==> config.mk <==
export PLATFORM = sky130hd
export DESIGN_NAME = moore_step
export DESIGN_NICKNAME = d
export VERILOG_FILES = /design/src/geom_pkg.sv /design/src/trace_ctrl_pkg.sv /design/src/moore_step.sv
export VERILOG_INCLUDE_DIRS = /design/src
export SDC_FILE = /design/constraint.sdc
export NUM_CORES = 1
export LEC_CHECK = 0
export CAP_MARGIN = 40
export CORE_AREA = 2 2 39 41
export DETAILED_ROUTE_END_ITERATION = 6
export DIE_AREA = 0 0 41 43
export DONT_BUFFER_PORTS = 1
export PLACE_DENSITY_LB_ADDON = 0.25
export SLEW_MARGIN = 20
export SYNTH_ARGS = -nofsm -noshare
export SYNTH_HDL_FRONTEND = slang
export SYNTH_SLANG_ARGS = --single-unit
==> constraint.sdc <==
create_clock -name vclk -period 4.7
set_input_delay 0.705 -clock vclk [all_inputs]
set_output_delay 0.705 -clock vclk [all_outputs]
set_load 0.01 [all_outputs]
==> src/tracer_config.svh <==
`ifndef TRACER_CONFIG_SVH
`define TRACER_CONFIG_SVH

// frame geometry, small default keeps simulation short
`define FRAME_WIDTH 32    // pixels per row
`define FRAME_HEIGHT 24   // rows per frame

// the eight neighbors of a pixel are read in one cycle, and every copy
// of the mask memory has two read ports, so four copies are needed
`define MASK_COPIES 4

`endif

==> src/geom_pkg.sv <==
`include "tracer_config.svh"

package geom_pkg;

  // pixel position in the frame
  typedef logic [$clog2(`FRAME_WIDTH)-1:0] x_coord_t;    // column
  typedef logic [$clog2(`FRAME_HEIGHT)-1:0] y_coord_t;   // row

  // linear mask address, row * width + column
  typedef logic [$clog2(`FRAME_WIDTH * `FRAME_HEIGHT)-1:0] pix_addr_t;

  // perimeter in boundary steps, up to width * height + 1
  typedef logic [$clog2(`FRAME_WIDTH * `FRAME_HEIGHT + 2)-1:0] perim_t;

  // one bit per neighbor, indexed clockwise from up:
  // 0 up, 1 upright, 2 right, 3 downright,
  // 4 down, 5 downleft, 6 left, 7 upleft
  typedef logic [7:0] nbr_vec_t;

endpackage

==> src/trace_ctrl_pkg.sv <==
package trace_ctrl_pkg;

  typedef enum logic [2:0] {
    IDLE,
    STORE,          // frame streaming into the mask copies
    SEARCH_ISSUE,   // raster probe address out
    SEARCH_CHECK,   // probe data back
    TRACE_ISSUE,    // neighbor addresses out
    TRACE_STEP,     // neighbor bits back, move
    DONE
  } tracer_state_e;

  // side the tracer entered the current pixel from
  typedef enum logic [1:0] {FROM_UP, FROM_RIGHT, FROM_DOWN, FROM_LEFT} from_dir_e;

  // move directions in clockwise order, same order as nbr_vec_t bits
  typedef enum logic [2:0] {
    STEP_UP, STEP_UPRIGHT, STEP_RIGHT, STEP_DOWNRIGHT,
    STEP_DOWN, STEP_DOWNLEFT, STEP_LEFT, STEP_UPLEFT
  } step_dir_e;

  typedef struct packed {
    logic      valid;      // some neighbor was set
    step_dir_e dir;
    from_dir_e new_from;   // arrival side after the move
  } step_t;

endpackage

==> src/moore_step.sv <==
module moore_step import geom_pkg::*; import trace_ctrl_pkg::*; (
  input  from_dir_e from_dir,
  input  nbr_vec_t  nbr_bits,
  output step_t     step
);

  // side the tracer enters from after taking a move
  function automatic from_dir_e arrival_after(step_dir_e dir);
    case (dir)
      STEP_UP, STEP_UPRIGHT:      arrival_after = FROM_LEFT;
      STEP_RIGHT, STEP_DOWNRIGHT: arrival_after = FROM_UP;
      STEP_DOWN, STEP_DOWNLEFT:   arrival_after = FROM_RIGHT;
      STEP_LEFT, STEP_UPLEFT:     arrival_after = FROM_DOWN;
    endcase
  endfunction

  logic [2:0] first_idx;   // highest priority neighbor

  // priority list starts at the neighbor on the arrival side and goes
  // clockwise, so up starts at 0, right at 2, down at 4, left at 6
  assign first_idx = {from_dir, 1'b0};

  always_comb begin
    logic [2:0] idx;
    logic       found;
    found = 1'b0;
    step.dir = STEP_UP;
    for (int k = 0; k < 8; k++) begin
      idx = 3'(first_idx + k);   // wraps past upleft
      if (!found && nbr_bits[idx]) begin
        found = 1'b1;
        step.dir = step_dir_e'(idx);
      end
    end
    step.valid = found;          // no move on an isolated pixel
    step.new_from = arrival_after(step.dir);
  end

endmodule

==> flow_summary.yaml <==
route:
  routed_via_density: 6.28
  drt.antenna.violating_nets: 0
  avgRoutedWirePerCell_um: 14.6
  number_of_optimization_iterations_in_the_first_detailed_route_pass: 4
  vias: 364
  drc_errors: 0
  number_of_drc_markers_after_the_initial_detailed_route_iteration: 3
  detail_route.wirelength_um: 846
final_layout:
  antenna-diode-count: 0
  seq_cells: 0
  drive_above_1_share: 0.214
  nets: 54
  signed_area_change_from_the_synthesized_netlist_to_the_final_layout_pct: -1.16
  seqCellArea_sq_um: 0
  final.clkbuf_count: 0
  final_area_sq_um: 427
setup_path:
  worstPathCellList: "mux4_2, or2_4, or3_1, a32oi_1, a21o_2, xor2_2"
  worst-endpoint-required_ps: 3990
  worst-path-stages: 6
  critical_path.endpoint_type: "primary output"
  crit_slowest_cell: "sky130_fd_sc_hd__mux4_2"
  crit_path_start_kind: "primary input"
  worstPathMaxFanout: 17
  critPathTopFamily: "simple AND/OR/NAND/NOR gates"
  critical-path-max-stage-delay_ps: 490
  worstPathBufferInverterCount: 0
  arrival_time_of_the_worst_setup_path_ps: 2350
  setup.worst_path.class: "in2out"
global_route:
  antenna_violations_before_repair: 0
  first_global_vias: 363
  first_pass_grt_wire_length_um: 1500
  grt_overflow_total: 0
  grt_usage: 0.115
  pin_count_of_the_biggest_net_entering_global_routing: 18
floorplanning:
  fp.coreArea_sq_um: 1380
  die_width_um: 41
  rows: 14
  fp.dieArea_sq_um: 1760
  initial_utilization: 0.312
  ioPinCount: 16
  chipHeight_um: 43
synthesis:
  synth_cell_type_count: 25
  yosysSeqAreaShare: 0
  synth_fp_nets: 56
  synth_area_sq_um: 432
  synthCells: 46
  syn_area_per_cell_sq_um: 9.38
  ys.warnings.count: 0
sta:
  final.setup.tns_ps: 0
  layout_setup_ws_ps: 1650
  hold_slack_ps: 1650
  final.period_utilization: 0.650
  tightestPinTransition_ps: 279
  max_freq_mhz: 328
  finalSetupViolCount: 0
  rsz0062_at_grt: "no"
  timing.max_slew.rel_slack: 0.813
  max_slew_violation_count: 0
  fin_crit_ps: 3050
  final-hold-violation-count: 0
placement:
  dp_hpwl_um: 697
  place.gp.congestion: 0.674
  dpl_worst_slack_ps: 1630
  port-buffer-count: 0
  placedInstanceArea_sq_um: 427
power:
  total_power_mw: 0.0448
  power_density_nw_per_um2: 105
  power.leakage_nw: 0.149
  vdd_ir_drop_max_mv: 0.0341
clock_network:
  holdBufCountCts: 0
  ctsResizeCount: 0
  postCtsSetupRepairBufs: 0
worst_hold_path:
  holdPathStages: 2
  worst_hold_path_type: "in2out"
status:
  run_status: "finished, final reports clean"
flow_run:
  maxCapViolCount: 0
logic make-up (layout without fill, tap and decap cells):
| family | after synthesis | in the layout | synth area share |
|---|---|---|---|
| AND/OR/NAND/NOR | 17 | 17 | 0.200 |
| AO/OA/AOI/OAI | 12 | 12 | 0.186 |
| XOR/XNOR | 1 | 1 | 0.0377 |
| buffers and inverters | 6 | 2 | 0.0754 |
| multiplexers | 10 | 10 | 0.501 |
cells in the final DEF, fill, tap and decap left out, drive strengths merged:
| master | count |
|---|---|
| nor2 | 9 |
| mux4 | 8 |
| o21ai | 4 |
| o31a | 2 |
| inv | 2 |
| o22ai | 2 |
| or2 | 2 |
| nor3 | 1 |
| o21a | 1 |
| nand4b | 1 |
| or3 | 1 |
| a32oi | 1 |
| a21o | 1 |
| xor2 | 1 |
| a21oi | 1 |
| nand3b | 1 |
| mux2 | 1 |
| mux2i | 1 |
| nand2 | 1 |
| nand2b | 1 |
cell type report:
cell class / instances / area, sq um
tap: 16 / 20.0
fill: 150 / 957
inverter: 2 / 7.51
multi-input combinational: 40 / 399
worst paths after layout:
check / from / end / slack (ps)
worst min-delay path: from_dir[0] / step[0] / 1650
worst max-delay path: from_dir[0] / step[1] / 1650
per-layer routing:
layer / track usage / routed length [um] / share of wire
met1: 0.164 / 356 / 0.42
met2: 0.191 / 429 / 0.51
met3: 0.0157 / 60 / 0.071
met4: 0 / 0 / 0
met5: 0 / 0 / 0
cells in the mapped netlist, drive strengths merged:
library cell,n,area share
a21o,1,0.020
a21oi,1,0.012
a32oi,1,0.020
buf,3,0.049
clkbuf,1,0.0087
inv,2,0.017
mux2,1,0.026
mux2i,1,0.023
mux4,8,0.45
nand2,1,0.0087
nand2b,1,0.015
nand3b,1,0.017
nand4b,1,0.020
nor2,9,0.078
nor3,1,0.012
o21a,1,0.017
o21ai,4,0.046
o22ai,2,0.029
o31a,2,0.041
or2,2,0.035
or3,1,0.015
xor2,1,0.038
per-stage QoR:
stage	instances	utilization
5_1_grt	58	0.308
3_5_place_dp	58	0.308
2_1_floorplan	46	-
3_3_place_gp	58	0.308
6_report	58	0.308
4_1_cts	58	0.308
power by group:
group / internal (mW) / total, mW / switching [mW]
Clock: 0 / 0 / 0
Sequential: 0 / 0 / 0
Combinational: 0.0238 / 0.0448 / 0.0210
Total: 0.0238 / 0.0448 / 0.0210
Power figures use the tool's default switching activity.
