**src/tracer_config.svh**
```systemverilog
`ifndef TRACER_CONFIG_SVH
`define TRACER_CONFIG_SVH

// frame geometry, small default keeps simulation short
`define FRAME_WIDTH 32    // pixels per row
`define FRAME_HEIGHT 24   // rows per frame

// the eight neighbors of a pixel are read in one cycle, and every copy
// of the mask memory has two read ports, so four copies are needed
`define MASK_COPIES 4

`endif

```
**src/geom_pkg.sv**
```systemverilog
`include "tracer_config.svh"

package geom_pkg;

  // pixel position in the frame
  typedef logic [$clog2(`FRAME_WIDTH)-1:0] x_coord_t;    // column
  typedef logic [$clog2(`FRAME_HEIGHT)-1:0] y_coord_t;   // row

  // linear mask address, row * width + column
  typedef logic [$clog2(`FRAME_WIDTH * `FRAME_HEIGHT)-1:0] pix_addr_t;

  // perimeter in boundary steps, up to width * height + 1
  typedef logic [$clog2(`FRAME_WIDTH * `FRAME_HEIGHT + 2)-1:0] perim_t;

  // one bit per neighbor, indexed clockwise from up:
  // 0 up, 1 upright, 2 right, 3 downright,
  // 4 down, 5 downleft, 6 left, 7 upleft
  typedef logic [7:0] nbr_vec_t;

endpackage

```
**src/trace_ctrl_pkg.sv**
```systemverilog
package trace_ctrl_pkg;

  typedef enum logic [2:0] {
    IDLE,
    STORE,          // frame streaming into the mask copies
    SEARCH_ISSUE,   // raster probe address out
    SEARCH_CHECK,   // probe data back
    TRACE_ISSUE,    // neighbor addresses out
    TRACE_STEP,     // neighbor bits back, move
    DONE
  } tracer_state_e;

  // side the tracer entered the current pixel from
  typedef enum logic [1:0] {FROM_UP, FROM_RIGHT, FROM_DOWN, FROM_LEFT} from_dir_e;

  // move directions in clockwise order, same order as nbr_vec_t bits
  typedef enum logic [2:0] {
    STEP_UP, STEP_UPRIGHT, STEP_RIGHT, STEP_DOWNRIGHT,
    STEP_DOWN, STEP_DOWNLEFT, STEP_LEFT, STEP_UPLEFT
  } step_dir_e;

  typedef struct packed {
    logic      valid;      // some neighbor was set
    step_dir_e dir;
    from_dir_e new_from;   // arrival side after the move
  } step_t;

endpackage

```
**src/frame_if.sv**
```systemverilog
interface frame_if import geom_pkg::*; ();

  x_coord_t scan_x;      // pixel under test or trace center
  y_coord_t scan_y;
  logic     trace_mode;  // 1 reads the eight neighbors, 0 reads the pixel itself

  logic     center_bit;  // mask bit at last cycle's scan position
  nbr_vec_t nbr_bits;    // neighbors of last cycle's position, off-frame as 0

  // controller side
  modport ctrl (
    output scan_x,
    output scan_y,
    output trace_mode,
    input  center_bit
  );

  // mask memory side
  modport store (
    input  scan_x,
    input  scan_y,
    input  trace_mode,
    output center_bit,
    output nbr_bits
  );

endinterface

```
**src/trace_controller.sv**
```systemverilog
`include "tracer_config.svh"

module trace_controller import geom_pkg::*; import trace_ctrl_pkg::*; (
  input  logic      clk_in,
  input  logic      rst_in,
  input  logic      frame_start,
  input  logic      pixel_valid,
  input  x_coord_t  pixel_x,
  input  y_coord_t  pixel_y,
  frame_if.ctrl     fb,
  input  step_t     step,
  output from_dir_e from_dir,
  output logic      store_active,
  output perim_t    perimeter,
  output logic      busy,
  output logic      done
);

  tracer_state_e state;
  x_coord_t      start_x;         // first set pixel of the raster scan
  y_coord_t      start_y;
  logic          trace_started;   // at least one trace step taken
  logic          at_start;
  logic          last_scan;       // scan at the bottom right pixel
  logic          last_pixel;      // final pixel of the frame streaming in
  x_coord_t      next_x;          // scan position after the chosen move
  y_coord_t      next_y;

  assign at_start = (fb.scan_x == start_x) && (fb.scan_y == start_y);
  assign last_scan = (fb.scan_x == x_coord_t'(`FRAME_WIDTH - 1)) &&
                     (fb.scan_y == y_coord_t'(`FRAME_HEIGHT - 1));
  assign last_pixel = pixel_valid && (pixel_x == x_coord_t'(`FRAME_WIDTH - 1)) &&
                      (pixel_y == y_coord_t'(`FRAME_HEIGHT - 1));

  assign store_active = (state == STORE);
  assign fb.trace_mode = (state == TRACE_ISSUE) || (state == TRACE_STEP);
  assign busy = (state != IDLE) && (state != DONE);
  assign done = (state == DONE);   // one cycle, DONE always returns to IDLE

  always_comb begin
    case (step.dir)
      STEP_UPRIGHT, STEP_RIGHT, STEP_DOWNRIGHT: next_x = fb.scan_x + 1'b1;
      STEP_DOWNLEFT, STEP_LEFT, STEP_UPLEFT:    next_x = fb.scan_x - 1'b1;
      STEP_UP, STEP_DOWN:                       next_x = fb.scan_x;
    endcase
    case (step.dir)
      STEP_UPLEFT, STEP_UP, STEP_UPRIGHT:       next_y = fb.scan_y - 1'b1;
      STEP_DOWNRIGHT, STEP_DOWN, STEP_DOWNLEFT: next_y = fb.scan_y + 1'b1;
      STEP_RIGHT, STEP_LEFT:                    next_y = fb.scan_y;
    endcase
  end

  always_ff @(posedge clk_in) begin
    if (rst_in) begin
      state <= IDLE;
      from_dir <= FROM_UP;
      trace_started <= 1'b0;
      perimeter <= '0;
      fb.scan_x <= '0;
      fb.scan_y <= '0;
    end else begin
      case (state)
        IDLE: begin
          if (frame_start) begin
            state <= STORE;
            perimeter <= '0;   // old result dropped on a new frame
          end
        end
        STORE: begin
          if (last_pixel) begin
            state <= SEARCH_ISSUE;
            fb.scan_x <= '0;
            fb.scan_y <= '0;
          end
        end
        SEARCH_ISSUE: state <= SEARCH_CHECK;
        SEARCH_CHECK: begin
          if (fb.center_bit) begin
            state <= TRACE_ISSUE;
            perimeter <= perim_t'(1);   // start pixel counts once
            from_dir <= FROM_UP;
            trace_started <= 1'b0;
          end else if (last_scan) begin
            state <= DONE;               // empty frame
            perimeter <= '0;
          end else begin
            state <= SEARCH_ISSUE;
            if (fb.scan_x == x_coord_t'(`FRAME_WIDTH - 1)) begin
              fb.scan_x <= '0;
              fb.scan_y <= fb.scan_y + 1'b1;
            end else begin
              fb.scan_x <= fb.scan_x + 1'b1;
            end
          end
        end
        TRACE_ISSUE: state <= TRACE_STEP;
        TRACE_STEP: begin
          if (!at_start) begin
            perimeter <= perimeter + 1'b1;
          end
          if (trace_started && at_start) begin
            state <= DONE;               // back on the start pixel
          end else begin
            state <= TRACE_ISSUE;
            trace_started <= 1'b1;
            if (step.valid) begin
              fb.scan_x <= next_x;
              fb.scan_y <= next_y;
              from_dir <= step.new_from;
            end
          end
        end
        DONE: state <= IDLE;
        default: state <= IDLE;
      endcase
    end
  end

  // start pixel, captured when the search finds it
  always_ff @(posedge clk_in) begin
    if ((state == SEARCH_CHECK) && fb.center_bit) begin
      start_x <= fb.scan_x;
      start_y <= fb.scan_y;
    end
  end

endmodule

```
**src/flat_wrapper.sv**
```systemverilog
// flat-port wrapper written by rule: the top's interface ports become plain ports
module trace_controller_flat import geom_pkg::*; import trace_ctrl_pkg::*;
  (clk_in, rst_in, frame_start, pixel_valid, pixel_x, pixel_y, step, from_dir, store_active, perimeter, busy, done, fb_scan_x, fb_scan_y, fb_trace_mode, fb_center_bit);
  frame_if fb_i ();
  input  logic clk_in;
  input  logic rst_in;
  input  logic frame_start;
  input  logic pixel_valid;
  input  x_coord_t pixel_x;
  input  y_coord_t pixel_y;
  input  step_t step;
  output from_dir_e from_dir;
  output logic store_active;
  output perim_t perimeter;
  output logic busy;
  output logic done;
  output wire logic [$bits(fb_i.scan_x)-1:0] fb_scan_x;
  output wire logic [$bits(fb_i.scan_y)-1:0] fb_scan_y;
  output wire logic [$bits(fb_i.trace_mode)-1:0] fb_trace_mode;
  input wire logic [$bits(fb_i.center_bit)-1:0] fb_center_bit;
  assign fb_scan_x = fb_i.scan_x;
  assign fb_scan_y = fb_i.scan_y;
  assign fb_trace_mode = fb_i.trace_mode;
  assign fb_i.center_bit = fb_center_bit;
  trace_controller u_core (.clk_in(clk_in), .rst_in(rst_in), .frame_start(frame_start), .pixel_valid(pixel_valid), .pixel_x(pixel_x), .pixel_y(pixel_y), .fb(fb_i), .step(step), .from_dir(from_dir), .store_active(store_active), .perimeter(perimeter), .busy(busy), .done(done));
endmodule
```
**config.mk**
```make
export PLATFORM = sky130hd
export DESIGN_NAME = trace_controller_flat
export DESIGN_NICKNAME = d
export VERILOG_FILES = /design/src/geom_pkg.sv /design/src/trace_ctrl_pkg.sv /design/src/frame_if.sv /design/src/trace_controller.sv /design/src/flat_wrapper.sv
export VERILOG_INCLUDE_DIRS = /design/src
export SDC_FILE = /design/constraint.sdc
export NUM_CORES = 1
export LEC_CHECK = 0
export BUFFER_PORTS_ARGS = -buffer_cell sky130_fd_sc_hd__buf_2
export CAP_MARGIN = 10
export CORE_ASPECT_RATIO = 1.4
export CORE_MARGIN = 8
export CORE_UTILIZATION = 35
export DETAILED_ROUTE_END_ITERATION = 6
export GPL_ROUTABILITY_DRIVEN = 0
export GPL_TIMING_DRIVEN = 0
export PLACE_DENSITY = 0.62
export SETUP_SLACK_MARGIN = 0.05
export SKIP_LAST_GASP = 1
export SYNTH_ARGS = -nofsm -noshare
export SYNTH_HDL_FRONTEND = slang
export SYNTH_SLANG_ARGS = --single-unit
```
**constraint.sdc**
```tcl
create_clock -name clk_in -period 2.7 [get_ports clk_in]
set_input_delay 0.405 -clock clk_in [delete_from_list [all_inputs] [get_ports clk_in]]
set_output_delay 0.405 -clock clk_in [all_outputs]
set_load 0.005 [all_outputs]
```
==> impl_metrics.yaml, run 1 <==
status:
  outcome: "complete, no violations"
sta:
  max_freq_mhz: 409.2
  finalHoldViolCount: 0
  setup_viol: 0
  post-route-period-util: 0.9051
  clock_skew_ps: 7.198
  slew_violations: 0
  min_period_ps: 2444
  relSlewSlack: 0.5272
  setup_tns_ps: 0
  worstMarginPinSlew_ps: 705.8
  rsz0062_at_grt: "no"
  setup_ws_ps: 256.3
worst_setup_path:
  cp_top_family: "compound AO/OA/AOI/OAI gates"
  slowest_delay_ps: 430
  cp.depth: 8
  worstPathRequired_ps: 2900
  end_kind: "flop"
  cp.buffers_inverters: 0
  cp_max_fo: 8
  reg2reg_depth: 8
  crit_path_start_kind: "flop"
  critPathKind: "reg2reg"
  crit_chain: "ha_1, and3_1, ha_1, or3b_1, o22ai_1, o41a_1, a31oi_1, a311oi_1"
  worstPathArrival_ps: 2640
  cpMostUsedCell: "ha_1"
  crit_slowest_cell: "dfxtp_2"
synth:
  syn_area_sq_um: 2456
  syn_area_per_cell_sq_um: 8.867
  synthMuxAreaShare: 0.04789
  async_flop_share: 0
  synth_ff_type: "dfxtp_1"
  synth_seq_area_share: 0.3342
  ys_types: 68
  synth_warnings: 0
  yosys.area_share.adder: 0.03057
  synth_xor_area_frac: 0.05298
  synth_edf_count: 10
  syn_nets: 304
  ys_seq_elements: 36
  synth_top_family_by_area: "simple AND/OR/NAND/NOR gates"
  synth_cells: 277
  synth-simple-area-share: 0.2506
  synth_compound_area_frac: 0.2277
clocking:
  insertion_delay_ps: 300
  cts_num_sinks: 36
  cts_root_buffer: "clkbuf_8"
  path_clk_slew_ps: 70
  cts_tree: "done"
  cts_buffers: 5
  htreeDepth: 2
  cts_max_path_buffers: 2
die:
  die-area_sq_um: 9992
  dieHeight_microns: 115.1
  coreArea_sq_um: 6892
  rows: 36
  initial_core_util: 0.3564
  io_pins: 47
  fp.dieW_microns: 86.80
finish:
  drive_gt1_frac: 0.2515
  stdcell_count: 425
  area_delta_synth_final_pct: 18.19
  antenna_cells: 0
  post-route-util: 0.4212
  fin_nets: 356
pwr:
  leakagePower_nw: 1.182
  p_total_mw: 1.190
  p_per_area_nw_per_um2: 409.9
  peakVddDrop_v: 0.0002106
grt:
  grt.met1_usage: 0.1640
  grt.total_usage: 0.1453
  busiest_layer: "met2"
  grt_pass1_wl_mm: 11.64
  gr-total-overflow: 0
  grt_max_degree: 12
  grt_use_met3: 0.03362
  antenna_found_initial: 0
  grt_pass1_vias: 2387
  use_met2: 0.2514
routing:
  ant_nets: 0
  drtIter0Drc: 195
  wl_mm: 6.951
  post-route-drc-count: 0
  wl_per_cell_microns: 16.36
  via_per_inst: 5.544
  vias: 2356
  drt_pre_antenna_iters: 5
placed_design:
  hpwlAfterDp_mm: 5.176
  pre_cts_ws_ps: 185.2
  dp.cells: 417
  portBuffers: 45
min_path:
  hold_path.class: "in2reg"
  whs_path_depth: 3
job:
  drv_cap: 0
area by class of cell:
type / instances / area [sq um]
Buffer: 17 / 85.08
Clock buffer: 8 / 100.1
Fill cell: 713 / 3989
Inverter: 14 / 52.55
Multi-Input combinational cell: 210 / 1498
Sequential cell: 36 / 823.3
Tap cell: 95 / 118.9
Timing Repair Buffer: 45 / 225.2
where the power goes:
part | internal, mW | switching [mW]
clock | 0.233 | 0.195
sequential | 0.561 | 0.0112
combinational | 0.0709 | 0.119
path summary, 6_finish.rpt:
path,from,slack (ps),to
worst min-delay path,step[0],360,u_core.from_dir[0]
worst min register to register,u_core.fb.scan_x[3],450,u_core.start_x[3]
worst max-delay path,u_core.fb.scan_x[0],260,u_core.fb.scan_y[2]
worst max register to register,u_core.fb.scan_x[0],260,u_core.fb.scan_y[2]
per-layer routing:
| metal | up-vias | wire length, microns |
|---|---|---|
| met2 | 66 | 3622 |
| met5 | - | 0 |
| met4 | 0 | 114 |
| met3 | 11 | 337 |
| li1 | 1162 | - |
| met1 | 1117 | 2877 |
state kept, by name, summed over array words and instances (netlist names):
register and count:
u_core.fb.scan_x 5, u_core.from_dir 2, u_core.trace_started 1, u_core.start_y 5, u_core.perimeter 10, u_core.start_x 5, u_core.fb.scan_y 5, u_core.state 3
worst min-delay path: stages:
cell and delay (ps):
buf_2 100, nand4_1 60, a21oi_1 50
kinds of logic after synthesis:
group           after synthesis
simple gates                101
compound gates               81
flops                        36
buf+inv                      31
xor+xnor                     11
mux                          11
fa+ha+maj                     6
through the flow:
step                instance area (sq um)  hold slack [ps]
detailed placement                   2800            435.3
CTS                                  2900            361.7
global route                         2903            406.5
finish                               2903            362.9
global placement                     2800            429.1
floorplan                            2456            448.7
timing repair:
item | 4_1_cts | 5_1_grt
hold buffers | 0 | 0
buffers inserted | 0 | 0
endpoints found under the setup margin | 0 | 6
resized for setup | 0 | 2
cell usage in the layout (no fill, tap or decap), types with 3 or more instances in the layout:
| cell type | synthesis | layout |
|---|---|---|
| mux2i_1 | 5 | 5 |
| edfxtp_1 | 10 | 10 |
| inv_1 | 14 | 14 |
| a21oi_1 | 24 | 24 |
| nand3b_1 | 3 | 3 |
| a31oi_1 | 4 | 4 |
| and3b_1 | 3 | 3 |
| o41ai_1 | 3 | 3 |
| nor3_1 | 8 | 8 |
| nand2_1 | 14 | 14 |
| a221oi_1 | 3 | 3 |
| nand3_1 | 11 | 11 |
| a311oi_1 | 3 | 3 |
| nor2_1 | 11 | 11 |
| clkbuf_8 | 0 | 7 |
| nand2b_1 | 3 | 3 |
| nor2b_1 | 5 | 5 |
| dfxtp_1 | 26 | 24 |
| or3_1 | 3 | 3 |
| o21ai_0 | 8 | 8 |
| a21o_1 | 4 | 4 |
| o221ai_1 | 3 | 3 |
| buf_2 | 8 | 53 |
| and2_1 | 3 | 3 |
| mux2_2 | 6 | 6 |
| clkbuf_1 | 6 | 7 |
| o31ai_1 | 4 | 4 |
| and3_1 | 9 | 9 |
| ha_1 | 6 | 6 |
| o22ai_1 | 4 | 4 |
| nand4_1 | 13 | 13 |
| xnor2_1 | 7 | 7 |
synthesized netlist by cell type, types with 3 or more instances:
cell type	n	share of area
dfxtp_1	26	0.21
a21oi_1	24	0.049
inv_1	14	0.021
nand2_1	14	0.021
nand4_1	13	0.033
nand3_1	11	0.022
nor2_1	11	0.017
edfxtp_1	10	0.12
and3_1	9	0.023
buf_2	8	0.016
nor3_1	8	0.016
o21ai_0	8	0.016
xnor2_1	7	0.025
clkbuf_1	6	0.0092
ha_1	6	0.031
mux2_2	6	0.028
mux2i_1	5	0.020
nor2b_1	5	0.013
a21o_1	4	0.012
a31oi_1	4	0.010
o22ai_1	4	0.010
o31ai_1	4	0.012
a221oi_1	3	0.011
a311oi_1	3	0.011
and2_1	3	0.0076
and3b_1	3	0.011
nand2b_1	3	0.0076
nand3b_1	3	0.0092
o221ai_1	3	0.011
o41ai_1	3	0.011
or3_1	3	0.0076
Note: power is estimated with default switching activity, not from simulation.
==> run 2: changes to the inputs <==
--- a/config.mk
+++ b/config.mk
@@ -15,6 +15,7 @@
 export GPL_ROUTABILITY_DRIVEN = 0
 export GPL_TIMING_DRIVEN = 0
 export PLACE_DENSITY = 0.62
+export RECOVER_POWER = 50
 export SETUP_SLACK_MARGIN = 0.05
 export SKIP_LAST_GASP = 1
 export SYNTH_ARGS = -nofsm -noshare
==> run 2 against run 1 <==
Cell count is the same. Final area shrank 0.82%. Worst hold slack lost 0.59 ps. Non-clock buffer count is the same. Highest routed layer unchanged. Maximum frequency shrank 1.5%. Sequential share of layout area grew 0.23 points. Utilization shrank 0.35 points.
==> impl_metrics.yaml, run 2 (synthesis gave the netlist of run 1 again) <==
clocking:
  insertion_delay_ps: 290
  htreeDepth: 2
  cts_max_path_buffers: 2
  cts_root_buffer: "clkbuf_8"
  ctsHoldBuffers: 0
  cts_buffers: 5
  path_clk_slew_ps: 70
  cts_num_sinks: 36
  post-cts-setup-buffers: 0
  cts_tree: "done"
  post_cts_resized: 0
placed_design:
  portBuffers: 45
  hpwlAfterDp_mm: 5.176
worst_setup_path:
  rrSetupSlack_ps: 220
  reg2reg_depth: 8
  critPathKind: "reg2reg"
  worstPathRequired_ps: 2900
  end_kind: "flop"
  crit_path_start_kind: "flop"
  cp_max_fo: 8
  worstPathArrival_ps: 2680
finish:
  top_register: "u_core.perimeter"
  fin_nets: 356
  largest_reg_flops: 10
  layout_commonest_cell: "buf_2"
  drive_gt1_frac: 0.1939
  mostFrequentLayoutCells: "34 x buf_2, 26 x clkbuf_1, 24 x a21oi_1, 24 x dfxtp_1"
  post-route-util: 0.4178
  area_delta_synth_final_pct: 17.22
  antenna_cells: 0
pwr:
  peakVddDrop_v: 0.0002116
  comb_power_share: 0.159
  p_switching_mw: 0.3241
  seqPwrFrac: 0.482
  swShare: 0.2727
  p_int_mw: 0.8643
  leakagePower_nw: 1.099
  power_frac_clock: 0.359
  p_per_area_nw_per_um2: 412.8
die:
  fp.dieW_microns: 86.80
  io_pins: 47
  coreArea_sq_um: 6892
  initial_core_util: 0.3564
  rows: 36
  dieHeight_microns: 115.1
  die-area_sq_um: 9992
grt:
  grt_pass1_wl_mm: 11.64
  grt.total_usage: 0.1453
  antenna_found_initial: 0
  grt_max_degree: 12
  gr-total-overflow: 0
  grt_pass1_vias: 2387
routing:
  ant_nets: 0
  vias: 2342
  via_per_inst: 5.511
  wl_per_cell_microns: 16.31
  drt_pre_antenna_iters: 5
  wl_mm: 6.933
  drtIter0Drc: 180
  post-route-drc-count: 0
sta:
  setup_tns_ps: 0
  min_period_ps: 2480
  rsz0062_at_grt: "no"
  clock_skew_ps: 7.488
  setup_viol: 0
  post-route-period-util: 0.9185
  slew_violations: 0
  relSlewSlack: 0.5150
  finalHoldViolCount: 0
  max_freq_mhz: 403.2
  worstMarginPinSlew_ps: 724.2
min_path:
  whs_path_depth: 3
  hold_path.class: "in2reg"
status:
  outcome: "complete, no violations"
job:
  drv_cap: 0
## run 2: cell count changes in the layout (fill, tap and decap cells not counted)
cell / previous run / this run
buf_2: 53 / 34
clkbuf_1: 7 / 26
## run 2: final cells by class
cell class                 count  area, sq um
inverter                      14        52.55
timing repair buffer          45        202.7
fill                         720         4013
multi-input combinational    210         1498
sequential                    36        823.3
clock buffer                   8        100.1
tap                           95        118.9
buffer                        17        83.83
## run 2: worst paths after layout
path,startpoint,to
max,u_core.fb.scan_x[0],u_core.fb.scan_y[2]
min,step[0],u_core.from_dir[0]
max reg2reg,u_core.fb.scan_x[0],u_core.fb.scan_y[2]
min reg2reg,u_core.fb.scan_x[3],u_core.start_x[3]
## run 2: power by group through the flow
stage	logic, mW	registers, mW	clock network, mW
after floorplan	0.123	0.582	0
after global placement	0.186	0.584	0
after detailed placement	0.187	0.585	0
after CTS	0.188	0.572	0.436
after global routing	0.210	0.574	0.455
final	0.189	0.572	0.427
## run 2: worst max-delay path: stages, from the launching register on
cell      delay, ps
dfxtp_2         440
ha_1            240
and3_1          180
ha_1            230
or3b_1          360
o22ai_1         220
o41a_1          320
a31oi_1         120
a311oi_1        260
## run 2: metal layers
metal	track usage	part of all wire	vias to the layer above
met4	0.06690	0.013	0
li1	-	-	1161
met1	0.1640	0.42	1113
met2	0.2514	0.53	60
met5	0	0	-
met3	0.03362	0.044	8
## run 2: through the flow
step                      power [mW]  cells  hold WS, ps  area [sq um]  worst slack (ps)
after global routing           1.239    425        406.5          2879             117.5
after global placement        0.7701    417        429.1          2800             203.9
after detailed placement      0.7720    417        435.3          2800             185.2
after floorplan               0.7045    277        448.7          2456             537.9
final                          1.188    425        362.3          2879             220.0
after CTS                      1.196    425        361.7          2900             144.9
